## config.mk

```make
export PLATFORM = sky130hd
export DESIGN_NAME = instructionDecoder
export DESIGN_NICKNAME = d
export VERILOG_FILES = /design/src/rtl/vpuInstrPkg.sv /design/src/rtl/instructionDecoder.sv
export SDC_FILE = /design/constraint.sdc
export NUM_CORES = 1
export LEC_CHECK = 0
export BUFFER_PORTS_ARGS = -buffer_cell sky130_fd_sc_hd__buf_2
export CORE_MARGIN = 10
export CORE_UTILIZATION = 34
export CTS_CLUSTER_SIZE = 25
export DETAILED_ROUTE_END_ITERATION = 12
export PLACE_DENSITY = 0.75
export SYNTH_ARGS = -nofsm -noshare
export SYNTH_HDL_FRONTEND = slang
export SYNTH_SLANG_ARGS = --single-unit
```

## constraint.sdc

```tcl
create_clock -name clk -period 2.8 [get_ports clk]
set_input_delay 0.14 -clock clk [delete_from_list [all_inputs] [get_ports clk]]
set_output_delay 0.14 -clock clk [all_outputs]
set_load 0.03 [all_outputs]
```

## src/rtl/vpuInstrPkg.sv

```systemverilog
// instruction format package: host opcodes, field types and field positions.
`default_nettype none

package vpuInstrPkg;

	////////////////////////////////////////
	// instruction word
	////////////////////////////////////////

	typedef logic [31:0] instrWordT;         // one host word, dataA or dataB.

	typedef logic [4:0] spriteIdxT;          // sprite register index.

	// opcode lives in the two low bits of dataA.
	typedef enum logic [1:0] {
		opSetPosition = 2'd0,                // x and y into a sprite register.
		opWriteMemory = 2'd1,                // colour into sprite memory.
		opSetOffset   = 2'd2,                // memory offset of a sprite.
		opReadStatus  = 2'd3                 // status word back to host.
	} opcodeT;

	////////////////////////////////////////
	// field positions in dataA
	////////////////////////////////////////

	localparam int opcodeLsb    = 0;         // opcode bits 1..0.
	localparam int spriteIdxLsb = 4;         // sprite index bits 8..4.
	localparam int memAddrLsb   = 4;         // memory address starts at bit 4.

	////////////////////////////////////////
	// execution control states
	////////////////////////////////////////

	// idle waits for a decoded instruction, settle keeps busy up one more cycle
	typedef enum logic {
		ctrlIdle   = 1'b0,                   // ready for work.
		ctrlSettle = 1'b1                    // post-execute gap.
	} ctrlStateT;

endpackage

`default_nettype wire

```

## src/rtl/instructionDecoder.sv

```systemverilog
// instruction decoder: latches an accepted host instruction and splits out its fields.
`timescale 1ns/1ns
`default_nettype none

module instructionDecoder #(
	parameter int memAddrWidth = 12                        // sprite memory address bits.
) (
	input  wire                          clk,
	input  wire                          rstN,
	input  vpuInstrPkg::instrWordT       dataA,            // opcode, index, address.
	input  vpuInstrPkg::instrWordT       dataB,            // operand word.
	input  wire                          instrStrobe,      // one-cycle host pulse.
	input  wire                          busy,             // from execution control.
	output logic                         decodedValid,
	output vpuInstrPkg::opcodeT          opcode,
	output vpuInstrPkg::spriteIdxT       spriteIdx,
	output logic [memAddrWidth-1:0]      memAddr,
	output vpuInstrPkg::instrWordT       operand
);

	logic accept;                                          // strobe taken this cycle.

	// a strobe that arrives while busy is simply lost, the host has to watch busy
	assign accept = instrStrobe & ~busy;

	////////////////////////////////////////
	// valid pulse
	////////////////////////////////////////

	always_ff @(posedge clk) begin
		if (!rstN) begin
			decodedValid <= 1'b0;                          // nothing pending.
		end else begin
			decodedValid <= accept;                        // high for one cycle.
		end
	end

	////////////////////////////////////////
	// decoded fields
	////////////////////////////////////////

	// fields are held between instructions, no undefined outputs
	always_ff @(posedge clk) begin
		if (accept) begin
			opcode    <= vpuInstrPkg::opcodeT'(
				dataA[vpuInstrPkg::opcodeLsb +: 2]);       // two-bit opcode.
			spriteIdx <= dataA[vpuInstrPkg::spriteIdxLsb +: 5]; // register index.
			memAddr   <= dataA[vpuInstrPkg::memAddrLsb +: memAddrWidth]; // pixel address.
			operand   <= dataB;                            // passed whole, sliced downstream.
		end
	end

endmodule

`default_nettype wire

```

==> results.yml <==
worst_setup_path:
  max_stage_delay_ps: 470
  crit_buf_inv: 2
  cp_slowest_cell: "nor2b_4"
  startpoint_type: "input pin"
  crit_type: "in -> reg"
  crit_family: "buffers and inverters"
  cp.arrival_ps: 1150
  cp-end-kind: "flop"
  cp.required_ps: 2760
  crit_start: "busy"
  path_cells: "buf_2, nor2b_4, buf_4"
  path_max_fanout: 26
detailed_routing:
  ant_nets: 0
  vias_per_cell: 4.186
  wl_met3_um: 646
  drtIter0Drc: 35
  drc: 0
  via_count: 900
  firstDrtPassIters: 4
  maxUsedRoutingLayer: "met4"
  route.layer.met1.wl_um: 1197
  wl_met2_um: 1853
  totalWireLength_um: 3716
  wl_per_cell_um: 17.28
power:
  p_leak_nw: 0.9233
  ir_worst_vdd_v: 0.0003295
  power.density_nw_per_um2: 659.3
synthesis:
  ys_seq_area_share_pct: 96.39
  synthCells: 54
  syn_nets: 122
  synth_area_um2: 1454
  synth.ff_latch_count: 47
  synth_cell_types: 5
  ys_warn_count: 0
  syn_avg_cell_area_um2: 26.92
sta:
  tightest_slew_ps: 565.3
  setup_violations: 0
  min_period_ps: 1189
  rsz0062_at_grt: "no"
  slew_viol_final: 0
  finalHoldViolations: 0
  finalSetupTns_ps: 0
  fin_crit_sh_pct: 42.48
  fmax_mhz: 840.7
  slew_headroom_pct: 62.24
job:
  max-cap-violations: 0
global_route:
  grt_pass1_wl_um: 5499
  grt_antenna_before_repair: 0
  grt_util_all_layers_pct: 9.968
  grt-ovfl-total: 0
  grt_max_degree: 27
  first_global_vias: 1049
floorplanning:
  core_area_um2: 4058
  ios: 120
  die-width_um: 85.39
  dieHeight_um: 85.39
  rows: 23
  die_area_um2: 7291
  start_util_pct: 35.83
cts:
  cts-root-buf: "clkbuf_8"
  cts_sinks: 47
  htreeDepth: 2
  clk_pin_slew_worst_paths_ps: 80
  cts_buffer_depth: 2
  cts_tree: "done"
  cts_buffers: 5
  cts.repair.resized: 0
finish:
  layout_commonest_cell: "buf_2"
  final_cell_mix: "buf_2 (101), edfxtp_1 (46), dlygate4sd3_1 (6)"
  nets: 232
  area_delta_synth_final_pct: 47.16
  stdcell_area_um2: 2140
  diodes: 0
  drive_gt1_share_pct: 65.45
placed_design:
  place.gp.congestion: 0.7064
  post_dp_cell_area_um2: 1999
  io_buffers: 101
min_path:
  hold_path_class: "in -> reg"
  hold_start: "dataB[22]"
run_status:
  status: "completed"
==> area by class of cell <==
class	count	area (um^2)
fillers	374	1918
multi-input cells	2	22.52
clock inverters	2	7.507
repair buffers	108	573.1
flip-flops and latches	47	1401
clock buffers	6	72.57
well taps	50	62.56
==> cell usage after synthesis <==
| cell | number | area, um^2 |
|---|---|---|
| and3b_1 | 1 | 8.760 |
| dfxtp_1 | 1 | 20.02 |
| edfxtp_1 | 46 | 1381 |
| nor2b_1 | 1 | 6.260 |
| buf_4 | 5 | 37.54 |
==> repair_timing <==
item,CTS,global route
setup buffers,0,0
hold endpoints to repair,0,6
hold buffers,0,6
==> logic make-up (layout without fill, tap and decap cells) <==
group | after synthesis | in the layout | share of synthesized area (%)
buffers and inverters | 5 | 116 | 2.582
flip-flops | 47 | 47 | 96.39
AND/OR/NAND/NOR | 2 | 2 | 1.033
==> report_power, final <==
part | internal, W | switching, W
clock | 0.000170 | 0.000198
combinational | 0.0000638 | 0.000144
sequential | 0.000823 | 0.0000111
==> per-stage QoR <==
stage / util [%] / power [W] / std cells / hold slack [ps] / setup slack, ps
final: 52.73 / 0.001411 / 215 / 23.10 / 1611
after CTS: 51.25 / 0.001429 / 209 / 9.400 / 1600
after floorplan: - / 0.0009751 / 54 / 238.9 / 135.2
after global placement: 49.28 / 0.001052 / 201 / 316.4 / 1340
after detailed placement: 49.28 / 0.001056 / 201 / 318.2 / 1280
after global routing: 52.73 / 0.001485 / 215 / 0.9415 / 1525
==> metal layers <==
| metal | GRT usage (%) | vias to the layer above |
|---|---|---|
| li1 | - | 424 |
| met1 | 8.608 | 411 |
| met2 | 16.42 | 63 |
| met3 | 8.604 | 2 |
| met4 | 3.593 | 0 |
| met5 | 0 | - |
==> final timing paths <==
path | end | slack [ps] | cells past startpoint
worst min-delay path | operand[22]$_DFFE_PP_ | 20 | 1
worst max-delay path | memAddr[4]$_DFFE_PP_ | 1610 | 3
==> sequential cells by signal (all words and copies together) (netlist names) <==
signal / flops
memAddr: 8
operand: 32
opcode: 2
decodedValid: 1
spriteIdx: 4
(Power assumes the default switching activity.)
