### src/rtl/vpuInstrPkg.sv
// instruction format package: host opcodes, field types and field positions.
`default_nettype none

package vpuInstrPkg;

	////////////////////////////////////////
	// instruction word
	////////////////////////////////////////

	typedef logic [31:0] instrWordT;         // one host word, dataA or dataB.

	typedef logic [4:0] spriteIdxT;          // sprite register index.

	// opcode lives in the two low bits of dataA.
	typedef enum logic [1:0] {
		opSetPosition = 2'd0,                // x and y into a sprite register.
		opWriteMemory = 2'd1,                // colour into sprite memory.
		opSetOffset   = 2'd2,                // memory offset of a sprite.
		opReadStatus  = 2'd3                 // status word back to host.
	} opcodeT;

	////////////////////////////////////////
	// field positions in dataA
	////////////////////////////////////////

	localparam int opcodeLsb    = 0;         // opcode bits 1..0.
	localparam int spriteIdxLsb = 4;         // sprite index bits 8..4.
	localparam int memAddrLsb   = 4;         // memory address starts at bit 4.

	////////////////////////////////////////
	// execution control states
	////////////////////////////////////////

	// idle waits for a decoded instruction, settle keeps busy up one more cycle
	typedef enum logic {
		ctrlIdle   = 1'b0,                   // ready for work.
		ctrlSettle = 1'b1                    // post-execute gap.
	} ctrlStateT;

endpackage

`default_nettype wire

### src/rtl/vpuSpritePkg.sv
// sprite state package: coordinate, offset, colour and status word types.
`default_nettype none

package vpuSpritePkg;

	////////////////////////////////////////
	// sprite state types
	////////////////////////////////////////

	typedef logic [9:0]  coordT;             // screen coordinate.
	typedef logic [8:0]  offsetT;            // sprite memory offset.
	typedef logic [8:0]  colorT;             // 3 bits each of r, g, b.
	typedef logic [31:0] statusT;            // status word to host.

	////////////////////////////////////////
	// operand (dataB) layout
	////////////////////////////////////////

	localparam int coordXLsb = 0;            // x in bits 9..0.
	localparam int coordYLsb = 10;           // y in bits 19..10.

	////////////////////////////////////////
	// status word layout
	////////////////////////////////////////

	localparam int statusIdleBit   = 0;      // drawer idle flag.
	localparam int writeCountWidth = 16;     // completed writes, wraps.
	localparam int writeCountLsb   = 16;     // counter sits in bits 31..16.

endpackage

`default_nettype wire

### src/rtl/spriteRegisterBank.sv
// sprite register bank: 32 entries of position and memory offset with a drawer read port.
`timescale 1ns/1ns
`default_nettype none

module spriteRegisterBank (
	input  wire                          clk,
	input  wire                          rstN,
	input  vpuInstrPkg::spriteIdxT       spriteIdx,        // write index.
	input  vpuInstrPkg::instrWordT       operand,          // dataB of the instruction.
	input  wire                          posWrite,
	input  wire                          offsetWrite,
	input  vpuInstrPkg::spriteIdxT       spriteReadIdx,    // drawer read index.
	output vpuSpritePkg::coordT          spriteX,
	output vpuSpritePkg::coordT          spriteY,
	output vpuSpritePkg::offsetT         spriteOffset
);

	localparam int numSprites = 32;                        // one per index value.

	vpuSpritePkg::coordT  posX [numSprites];               // x per sprite.
	vpuSpritePkg::coordT  posY [numSprites];               // y per sprite.
	vpuSpritePkg::offsetT offs [numSprites];               // memory offset per sprite.

	vpuSpritePkg::coordT  newX;                            // operand slices.
	vpuSpritePkg::coordT  newY;
	vpuSpritePkg::offsetT newOffset;

	////////////////////////////////////////
	// operand fields
	////////////////////////////////////////

	assign newX      = operand[vpuSpritePkg::coordXLsb +: 10];
	assign newY      = operand[vpuSpritePkg::coordYLsb +: 10];
	assign newOffset = operand[8:0];                       // offset in low 9 bits.

	////////////////////////////////////////
	// register file
	////////////////////////////////////////

	always_ff @(posedge clk) begin
		if (!rstN) begin
			for (int i = 0; i < numSprites; i++) begin
				posX[i] <= '0;                             // sprite parked at origin.
				posY[i] <= '0;
				offs[i] <= '0;
			end
		end else begin
			if (posWrite) begin
				posX[spriteIdx] <= newX;
				posY[spriteIdx] <= newY;
			end
			if (offsetWrite) begin
				offs[spriteIdx] <= newOffset;              // position untouched.
			end
		end
	end

	// drawer read, no register stage
	assign spriteX      = posX[spriteReadIdx];
	assign spriteY      = posY[spriteReadIdx];
	assign spriteOffset = offs[spriteReadIdx];

endmodule

`default_nettype wire

### config.mk
export PLATFORM = sky130hd
export DESIGN_NAME = spriteRegisterBank
export DESIGN_NICKNAME = d
export VERILOG_FILES = /design/src/rtl/vpuInstrPkg.sv /design/src/rtl/vpuSpritePkg.sv /design/src/rtl/spriteRegisterBank.sv
export SDC_FILE = /design/constraint.sdc
export NUM_CORES = 1
export LEC_CHECK = 0
export BUFFER_PORTS_ARGS = -buffer_cell sky130_fd_sc_hd__buf_2
export CAP_MARGIN = 20
export CORE_ASPECT_RATIO = 0.5
export CORE_MARGIN = 2
export CORE_UTILIZATION = 54
export DETAILED_ROUTE_END_ITERATION = 12
export GPL_TIMING_DRIVEN = 0
export HOLD_SLACK_MARGIN = 0.08
export PLACE_DENSITY = 0.7
export SLEW_MARGIN = 20
export SYNTH_ARGS = -nofsm -noshare
export SYNTH_HDL_FRONTEND = slang
export SYNTH_SLANG_ARGS = --single-unit
export TNS_END_PERCENT = 1
### constraint.sdc
create_clock -name clk -period 4.24 [get_ports clk]
set_clock_uncertainty 0.2 [all_clocks]
set_input_delay 0.424 -clock clk [delete_from_list [all_inputs] [get_ports clk]]
set_output_delay 0.424 -clock clk [all_outputs]
set_load 0.01 [all_outputs]
==> flow_summary.ini <==
[run_status]
outcome = finished, final reports clean

[clocking]
clockRootBuffer = clkbuf_16
htreeDepth = 3
cts_resized = 0
numCtsBuffers = 84
clk_path_buf_depth = 3
tritoncts = built
clock-sinks = 928
clk_pin_slew_worst_paths_ns = 0.06

[grt]
antenna_found_initial = 3
met2_usage_pct = 45.05
use_met3_pct = 7.848
met1_usage_pct = 45.79
grt_pass1_wl_um = 182300
grt.busiest_layer = met1
grt_max_degree = 21
grt_pass1_vias = 26740
grt-ovfl-total = 0
grt_usage_pct = 30.97

[yosys]
syn_nets = 3288
synth-simple-area-share_pct = 16.64
synth_area_per_cell_sq_um = 13.31
ys_types = 31
ys_ff_latch = 928
synthAdderAreaFrac_pct = 0
synthTopCellsByArea = edfxtp_1 (65%), and2_1 (13%), mux2i_1 (11%)
synth_xor_area_share_pct = 0
synthCells = 3242
synth_top_family_by_area = simple AND/OR/NAND/NOR gates
synthMuxAreaShare_pct = 10.77
synth-edff-count = 928
synth.largest_area_cell = edfxtp_1
syn-cell-area_sq_um = 43140
async_flop_share_pct = 0
yosysSeqAreaShare_pct = 64.60
synth_flop_cell = edfxtp_1
synth_compound_area_share_pct = 4.864
synth_warnings = 0
synth_top_area_share_pct = 64.60

[sta]
slew_headroom_pct = 18.04
final_hold_viol_count = 0
setup_violations = 0
max_freq_mhz = 261.2
finalWorstSetupSlack_ns = 0.4115
slew_violations = 0
final.period_utilization_pct = 90.29
rsz0062_at_grt = false
period_minus_slack_ns = 3.828
tns_ns = 0
worst_pin_slew_ns = 1.229

[floorplan]
die-area_sq_um = 82300
die_width_um = 403.7
die_h_um = 203.9
num_rows = 73
initial_core_util_pct = 54.41
io_pins = 75
core_sq_um = 79280

[final_layout]
post-route-util_pct = 61.06
layout_commonest_cell = and2_1
area_growth_syn_to_layout_pct = 12.21
instances_no_fill = 4534
drive_above_1_share_pct = 9.506
fin_nets = 3466
final_cell_mix = and2_1 (929), edfxtp_1 (928), mux2i_1 (464)

[power]
power.density_nw_per_um2 = 415.6
power_frac_clock_pct = 37.9
peakVddDrop_mv = 0.3036
seqPwrFrac_pct = 53.2
switching_share_pct = 24.03
p_int_mw = 15.28
combinationalPowerShare_pct = 8.8
p_sw_mw = 4.833
power.total_mw = 20.12
p_leak_nw = 17.97

[drt]
via_per_inst = 6.129
dr.pass1.iters = 6
drc = 0
num_vias = 27790
wl_um = 127200
ant_nets = 0
drt_iter0_drc = 3636
wl_per_cell_um = 28.05

[place]
pre_cts_slack_ns = 0.4598
hpwl_um = 92440
port_buffers = 51
place_inst = 4373
routabilityCongestion = 0.9227

[setup_path]
crit_path_end_kind = output pin
worst-setup-path-type = primary input to output pin
start_kind = primary input
crit_required_ns = 3.62
crit_fanout = 10
critPathArrivalTime_ns = 3.20

[hold_path]
hold_class = primary input to register
whs_path_depth = 2
min_from = operand[8]
min_to = offs[1][8]

[job]
maxCapViolCount = 0
-- stage by stage --
step           hold WS, ns  area [sq um]
2_1_floorplan       0.4222         43140
3_3_place_gp        0.6600         44710
3_5_place_dp        0.6671         45660
4_1_cts             0.1892         48400
5_1_grt             0.1901         48400
6_report            0.2400         48410
-- power by group through the flow --
stage | clock [mW] | combinational, mW | sequential, mW
2_1_floorplan | 0 | 0.951 | 10.9
3_3_place_gp | 0 | 1.60 | 10.9
3_5_place_dp | 0 | 1.73 | 10.9
4_1_cts | 7.61 | 1.75 | 10.7
5_1_grt | 7.95 | 1.86 | 10.7
6_report | 7.63 | 1.78 | 10.7
-- synthesized netlist by cell type, types with 4 or more instances --
cell type / number
and2_1: 929
edfxtp_1: 928
mux2i_1: 464
clkbuf_1: 195
nand3_1: 91
nand2_1: 89
a21oi_1: 87
a22oi_1: 87
o21ai_0: 64
nor2_1: 59
a22o_1: 58
buf_2: 36
buf_4: 32
a31oi_1: 29
nor3_1: 29
buf_1: 21
clkbuf_2: 12
buf_6: 4
nor2_2: 4
nor2_4: 4
-- layout make-up --
class | instances | area, sq um
diodes | 2 | 5.005
plain buffers | 302 | 1358
clock buffers | 103 | 2237
clock inverters | 45 | 387.9
fillers | 6017 | 30880
multi-input cells | 2012 | 14250
flip-flops and latches | 928 | 27870
well taps | 1050 | 1314
repair buffers | 92 | 985.9
-- sequential cells by signal, indices dropped and copies added (netlist names) --
signal and cells:
posX 320, posY 320, offs 288
-- per-layer routing --
| metal | wire, um | share of wire, % |
|---|---|---|
| met5 | 13 | 0.010 |
| met4 | 4176 | 3.3 |
| met3 | 13960 | 11 |
| met2 | 54330 | 43 |
| met1 | 54720 | 43 |
-- worst max-delay path by stage --
stage | startpoint | depth (start not counted) | endpoint
after floorplan | spriteIdx[2] | 4 | posX[16][0]
after global placement | spriteIdx[1] | 5 | posY[4][6]
after detailed placement | spriteReadIdx[0] | 8 | spriteY[8]
after CTS | spriteReadIdx[0] | 8 | spriteY[8]
after global routing | spriteReadIdx[0] | 8 | spriteY[9]
final | spriteReadIdx[0] | 8 | spriteX[9]
-- repair_timing --
item / 4_1_cts / 5_1_grt
hold buffers: 11 / 0
hold endpoints to repair: 22 / 0
setup buffers: 0 / 0
-- cell families after synthesis --
| group | Yosys count |
|---|---|
| AND/OR/NAND/NOR | 1223 |
| flip-flops | 928 |
| multiplexers | 464 |
| AO/OA/AOI/OAI | 325 |
| buffers and inverters | 302 |
-- critical path, stage by stage --
cell and delay, ns:
buf_2 0.13, nor2_2 0.45, clkbuf_1 0.78, buf_2 0.56
a22oi_1 0.18, nand3_1 0.16, nand3_1 0.25, buf_2 0.24
Power figures use the tool's default switching activity.
