**config.mk**
```make
export PLATFORM = sky130hd
export DESIGN_NAME = executionControl
export DESIGN_NICKNAME = d
export VERILOG_FILES = /design/src/rtl/vpuInstrPkg.sv /design/src/rtl/vpuSpritePkg.sv /design/src/rtl/executionControl.sv
export SDC_FILE = /design/constraint.sdc
export NUM_CORES = 1
export LEC_CHECK = 0
export BUFFER_PORTS_ARGS = -buffer_cell sky130_fd_sc_hd__buf_4
export CAP_MARGIN = 20
export CORE_UTILIZATION = 46
export CTS_CLUSTER_DIAMETER = 200
export CTS_CLUSTER_SIZE = 40
export DETAILED_ROUTE_END_ITERATION = 6
export PLACE_DENSITY = 0.78
export REMOVE_ABC_BUFFERS = 1
export SKIP_CTS_REPAIR_TIMING = 1
export SYNTH_ARGS = -nofsm -noshare
export SYNTH_HDL_FRONTEND = slang
export SYNTH_SLANG_ARGS = --single-unit
```
**constraint.sdc**
```tcl
create_clock -name clk -period 1.9 [get_ports clk]
set_clock_uncertainty 0.15 [all_clocks]
set_input_delay 0.19 -clock clk [delete_from_list [all_inputs] [get_ports clk]]
set_output_delay 0.19 -clock clk [all_outputs]
set_load 0.01 [all_outputs]
```
**src/rtl/vpuInstrPkg.sv**
```systemverilog
// instruction format package: host opcodes, field types and field positions.
`default_nettype none

package vpuInstrPkg;

	////////////////////////////////////////
	// instruction word
	////////////////////////////////////////

	typedef logic [31:0] instrWordT;         // one host word, dataA or dataB.

	typedef logic [4:0] spriteIdxT;          // sprite register index.

	// opcode lives in the two low bits of dataA.
	typedef enum logic [1:0] {
		opSetPosition = 2'd0,                // x and y into a sprite register.
		opWriteMemory = 2'd1,                // colour into sprite memory.
		opSetOffset   = 2'd2,                // memory offset of a sprite.
		opReadStatus  = 2'd3                 // status word back to host.
	} opcodeT;

	////////////////////////////////////////
	// field positions in dataA
	////////////////////////////////////////

	localparam int opcodeLsb    = 0;         // opcode bits 1..0.
	localparam int spriteIdxLsb = 4;         // sprite index bits 8..4.
	localparam int memAddrLsb   = 4;         // memory address starts at bit 4.

	////////////////////////////////////////
	// execution control states
	////////////////////////////////////////

	// idle waits for a decoded instruction, settle keeps busy up one more cycle
	typedef enum logic {
		ctrlIdle   = 1'b0,                   // ready for work.
		ctrlSettle = 1'b1                    // post-execute gap.
	} ctrlStateT;

endpackage

`default_nettype wire

```
**src/rtl/vpuSpritePkg.sv**
```systemverilog
// sprite state package: coordinate, offset, colour and status word types.
`default_nettype none

package vpuSpritePkg;

	////////////////////////////////////////
	// sprite state types
	////////////////////////////////////////

	typedef logic [9:0]  coordT;             // screen coordinate.
	typedef logic [8:0]  offsetT;            // sprite memory offset.
	typedef logic [8:0]  colorT;             // 3 bits each of r, g, b.
	typedef logic [31:0] statusT;            // status word to host.

	////////////////////////////////////////
	// operand (dataB) layout
	////////////////////////////////////////

	localparam int coordXLsb = 0;            // x in bits 9..0.
	localparam int coordYLsb = 10;           // y in bits 19..10.

	////////////////////////////////////////
	// status word layout
	////////////////////////////////////////

	localparam int statusIdleBit   = 0;      // drawer idle flag.
	localparam int writeCountWidth = 16;     // completed writes, wraps.
	localparam int writeCountLsb   = 16;     // counter sits in bits 31..16.

endpackage

`default_nettype wire

```
**src/rtl/executionControl.sv**
```systemverilog
// execution control: turns decoded instructions into write enables, busy and status replies.
`timescale 1ns/1ns
`default_nettype none

module executionControl (
	input  wire                          clk,
	input  wire                          rstN,
	input  wire                          decodedValid,     // from the decoder.
	input  vpuInstrPkg::opcodeT          opcode,
	input  wire                          drawerIdle,       // from drawing engine.
	output logic                         busy,
	output logic                         posWrite,
	output logic                         offsetWrite,
	output logic                         memWrite,
	output logic                         statusValid,
	output vpuSpritePkg::statusT         statusData
);

	vpuInstrPkg::ctrlStateT                    state;      // current state.
	vpuInstrPkg::ctrlStateT                    stateNext;  // next state.
	logic [vpuSpritePkg::writeCountWidth-1:0]  writeCount; // completed writes.
	logic                                      isWrite;    // any of opcodes 0..2.

	////////////////////////////////////////
	// execute cycle decode
	////////////////////////////////////////

	assign posWrite    = decodedValid & (opcode == vpuInstrPkg::opSetPosition);
	assign memWrite    = decodedValid & (opcode == vpuInstrPkg::opWriteMemory);
	assign offsetWrite = decodedValid & (opcode == vpuInstrPkg::opSetOffset);
	assign statusValid = decodedValid & (opcode == vpuInstrPkg::opReadStatus);
	assign isWrite     = posWrite | memWrite | offsetWrite;

	// busy covers the execute cycle and the settle cycle after it
	assign busy = decodedValid | (state == vpuInstrPkg::ctrlSettle);

	////////////////////////////////////////
	// state machine
	////////////////////////////////////////

	always_comb begin
		stateNext = state;                                 // hold by default.
		case (state)
			vpuInstrPkg::ctrlIdle: begin
				if (decodedValid) begin
					stateNext = vpuInstrPkg::ctrlSettle;   // one gap cycle.
				end
			end
			vpuInstrPkg::ctrlSettle: begin
				stateNext = vpuInstrPkg::ctrlIdle;         // ready again.
			end
			default: begin
				stateNext = vpuInstrPkg::ctrlIdle;
			end
		endcase
	end

	always_ff @(posedge clk) begin
		if (!rstN) begin
			state <= vpuInstrPkg::ctrlIdle;
		end else begin
			state <= stateNext;
		end
	end

	////////////////////////////////////////
	// write counter and status word
	////////////////////////////////////////

	always_ff @(posedge clk) begin
		if (!rstN) begin
			writeCount <= '0;
		end else if (isWrite) begin
			writeCount <= writeCount + 1'b1;               // wraps at 65536.
		end
	end

	// a read sees the count from before its own execute edge
	always_comb begin
		statusData = '0;                                   // unused bits stay zero.
		statusData[vpuSpritePkg::statusIdleBit] = drawerIdle;
		statusData[vpuSpritePkg::writeCountLsb +: vpuSpritePkg::writeCountWidth] = writeCount;
	end

endmodule

`default_nettype wire

```
==> flow_summary_export.csv <==
group,metric,value,unit
routing,drcViolationCount,0,
yosys,syn_area,957,µm²
finish,area_delta_synth_final,17.8,%
worst_setup_path,critPathArrivalTime,1.67,ns
yosys,ys_warn_count,0,
clock_network,numCtsBuffers,3,
timing,setup_tns,0,ns
pwr,p_int,0.000469,W
run_status,status,"complete, no violations",
timing,drv_slew,0,
yosys,yosysSeqAreaShare,35.6,%
routing,drtIter0Drc,8,
timing,fmax,625,MHz
global_routing,antenna_found_initial,0,
timing,holdWs,0.00625,ns
routing,via_per_inst,4.81,
floorplan,core_area,1960,µm²
clock_network,cts_buffer_depth,2,
pwr,p_sw_share,25.8,%
clock_network,clk_pin_slew_worst_paths,0.10,ns
finish,diodes,0,
pwr,clkPwrFrac,30.3,%
finish,fillerInstances,177,
clock_network,cts_sinks,17,
routing,route.met3.wl,109,µm
worst_setup_path,critPathLaunchType,"flip-flop",
clock_network,cts.root.buffer_cell,"clkbuf_4",
worst_setup_path,critPathRequiredTime,1.97,ns
timing,rsz0062_at_grt,"no",
timing,period_share,84.2,%
worst_setup_path,endpoint_kind,"flip-flop",
job,maxCapViolCount,0,
global_routing,grt_pass1_wl,2370,µm
worst_setup_path,critical_path_class,"flip-flop to flip-flop",
pwr,comb_power_share,11.7,%
routing,vias,774,
global_routing,overflow,0,
routing,highest_layer,"met4",
placed_design,portBuffers,25,
pwr,seq_power_share,58.0,%
yosys,synth-seq-cells,17,
yosys,synth_area_per_cell,8.86,µm²
clock_network,cts_max_level,1,
timing,hold_viol,0,
yosys,synth_edf_count,0,
placed_design,dpl.hpwl,1260,µm
finish,final_nets,142,
floorplan,dieArea,2270,µm²
floorplan,initial_core_util,48.8,%
yosys,synth_flop_cell,"dfxtp_1",
routing,wl_per_cell,10.3,µm
hold_path,hold_class,"primary input to flip-flop",
clock_network,cts_tree,"yes",
clock_network,clkLatencyLatePin,0.29,ns
placed_design,place_congestion,0.813,
yosys,synthDistinctLibCells,35,
floorplan,die_w,47.6,µm
finish,layout_common_cells,"buf_4, dfxtp_1, conb_1, nor2_1, nand2_1",
pwr,p_leak,0.512,nW
floorplan,placementRows,16,
finish,final_common_cell,"buf_4",
global_routing,grt_pass1_vias,568,
routing,wl,1660,µm
pwr,power_density,560,nW/µm²
routing,drt-met1-wl,705,µm
floorplan,dieHeight,47.6,µm
routing,firstDrtPassIters,4,
finish,drive_above_1_share,29.9,%
pwr,ir_worst_vdd,0.376,mV
routing,ant_nets,0,
yosys,async_flop_share,0,%
worst_setup_path,cp_max_fo,5,
timing,setup_violations,0,
routing,route.met2.wl,801,µm
yosys,netlist_instances,108,
global_routing,grt_usage,14.9,%
finish,register_area,340,µm²
floorplan,io_pins,43,
global_routing,grt_start_max_net_pins,17,
finish,multi_input_area,519,µm²
timing,layout_min_cycle_time,1.60,ns
pwr,switchingPower,0.000163,W
registers in the layout (all words and copies together) (netlist names):
| register | cells |
|---|---|
| writeCount | 16 |
| state | 1 |
layer usage:
metal | vias to the layer above | global-route usage, %
met4 | 0 | 9.44
met2 | 36 | 24.4
li1 | 390 | -
met5 | - | 0
met1 | 343 | 18.2
met3 | 5 | 2.26
logic make-up after synthesis:
family	synth area share (%)
AO/OA/AOI/OAI	7.71
XOR/XNOR	7.32
adder cells (fa/ha/maj)	1.31
buffers and inverters	15.7
flip-flops	35.6
multiplexers	2.09
other	0.392
AND/OR/NAND/NOR	29.9
area by class of cell:
type | instances | share of cell area (%)
inverter | 3 | 0.999
timing repair buffer | 26 | 17.3
tap | 27 | 3.00
multi-input combinational | 84 | 46.1
sequential | 17 | 30.2
clock buffer | 3 | 2.00
clock inverter | 1 | 0.444
final timing paths:
path / to / startpoint / slack [ns] / cells past startpoint
hold / removal: writeCount[9] / rstN / 0.006 / 3
hold reg to reg: state / state / 0.26 / 1
setup reg to reg: writeCount[12] / writeCount[8] / 0.30 / 4
setup / recovery: writeCount[12] / writeCount[8] / 0.30 / 4
critical path: stages, from the launching register on:
cell	delay [ns]
dfxtp_1	0.41
and4_1	0.31
nand4_2	0.15
or3_1	0.35
a21oi_1	0.16
metrics by stage:
step	instance area [µm²]	util [%]	total power (W)	cells	setup WS [ns]
after floorplan	871	-	0.000419	104	0.354
after global placement	1100	56.1	0.000447	157	0.332
after detailed placement	1100	56.1	0.000448	157	0.270
after CTS	1130	57.5	0.000643	161	0.282
after global routing	1130	57.5	0.000666	161	0.196
final	1130	57.5	0.000632	161	0.300
power by group through the flow:
stage	clock, W	sequential, W	combinational, W
after floorplan	0	0.000376	0.0000426
after global placement	0	0.000375	0.0000725
after detailed placement	0	0.000375	0.0000733
after CTS	0.000202	0.000367	0.0000738
after global routing	0.000214	0.000368	0.0000839
final	0.000191	0.000367	0.0000736
cell usage after synthesis, types with 2 or more instances:
cell,instances,area share (%)
nand2_1,7,2.7
buf_4,16,13
nor2_1,11,4.3
xnor2_1,2,1.8
o21ai_0,4,2.1
mux2i_1,2,2.1
inv_1,3,1.2
nand4_2,2,2.6
a21oi_1,4,2.1
nand4_1,2,1.3
and3_1,2,1.3
dfxtp_1,17,36
nor3b_1,2,1.6
or3_1,4,2.6
xor2_1,6,5.5
nand3_1,5,2.6
Power figures use the tool's default switching activity.
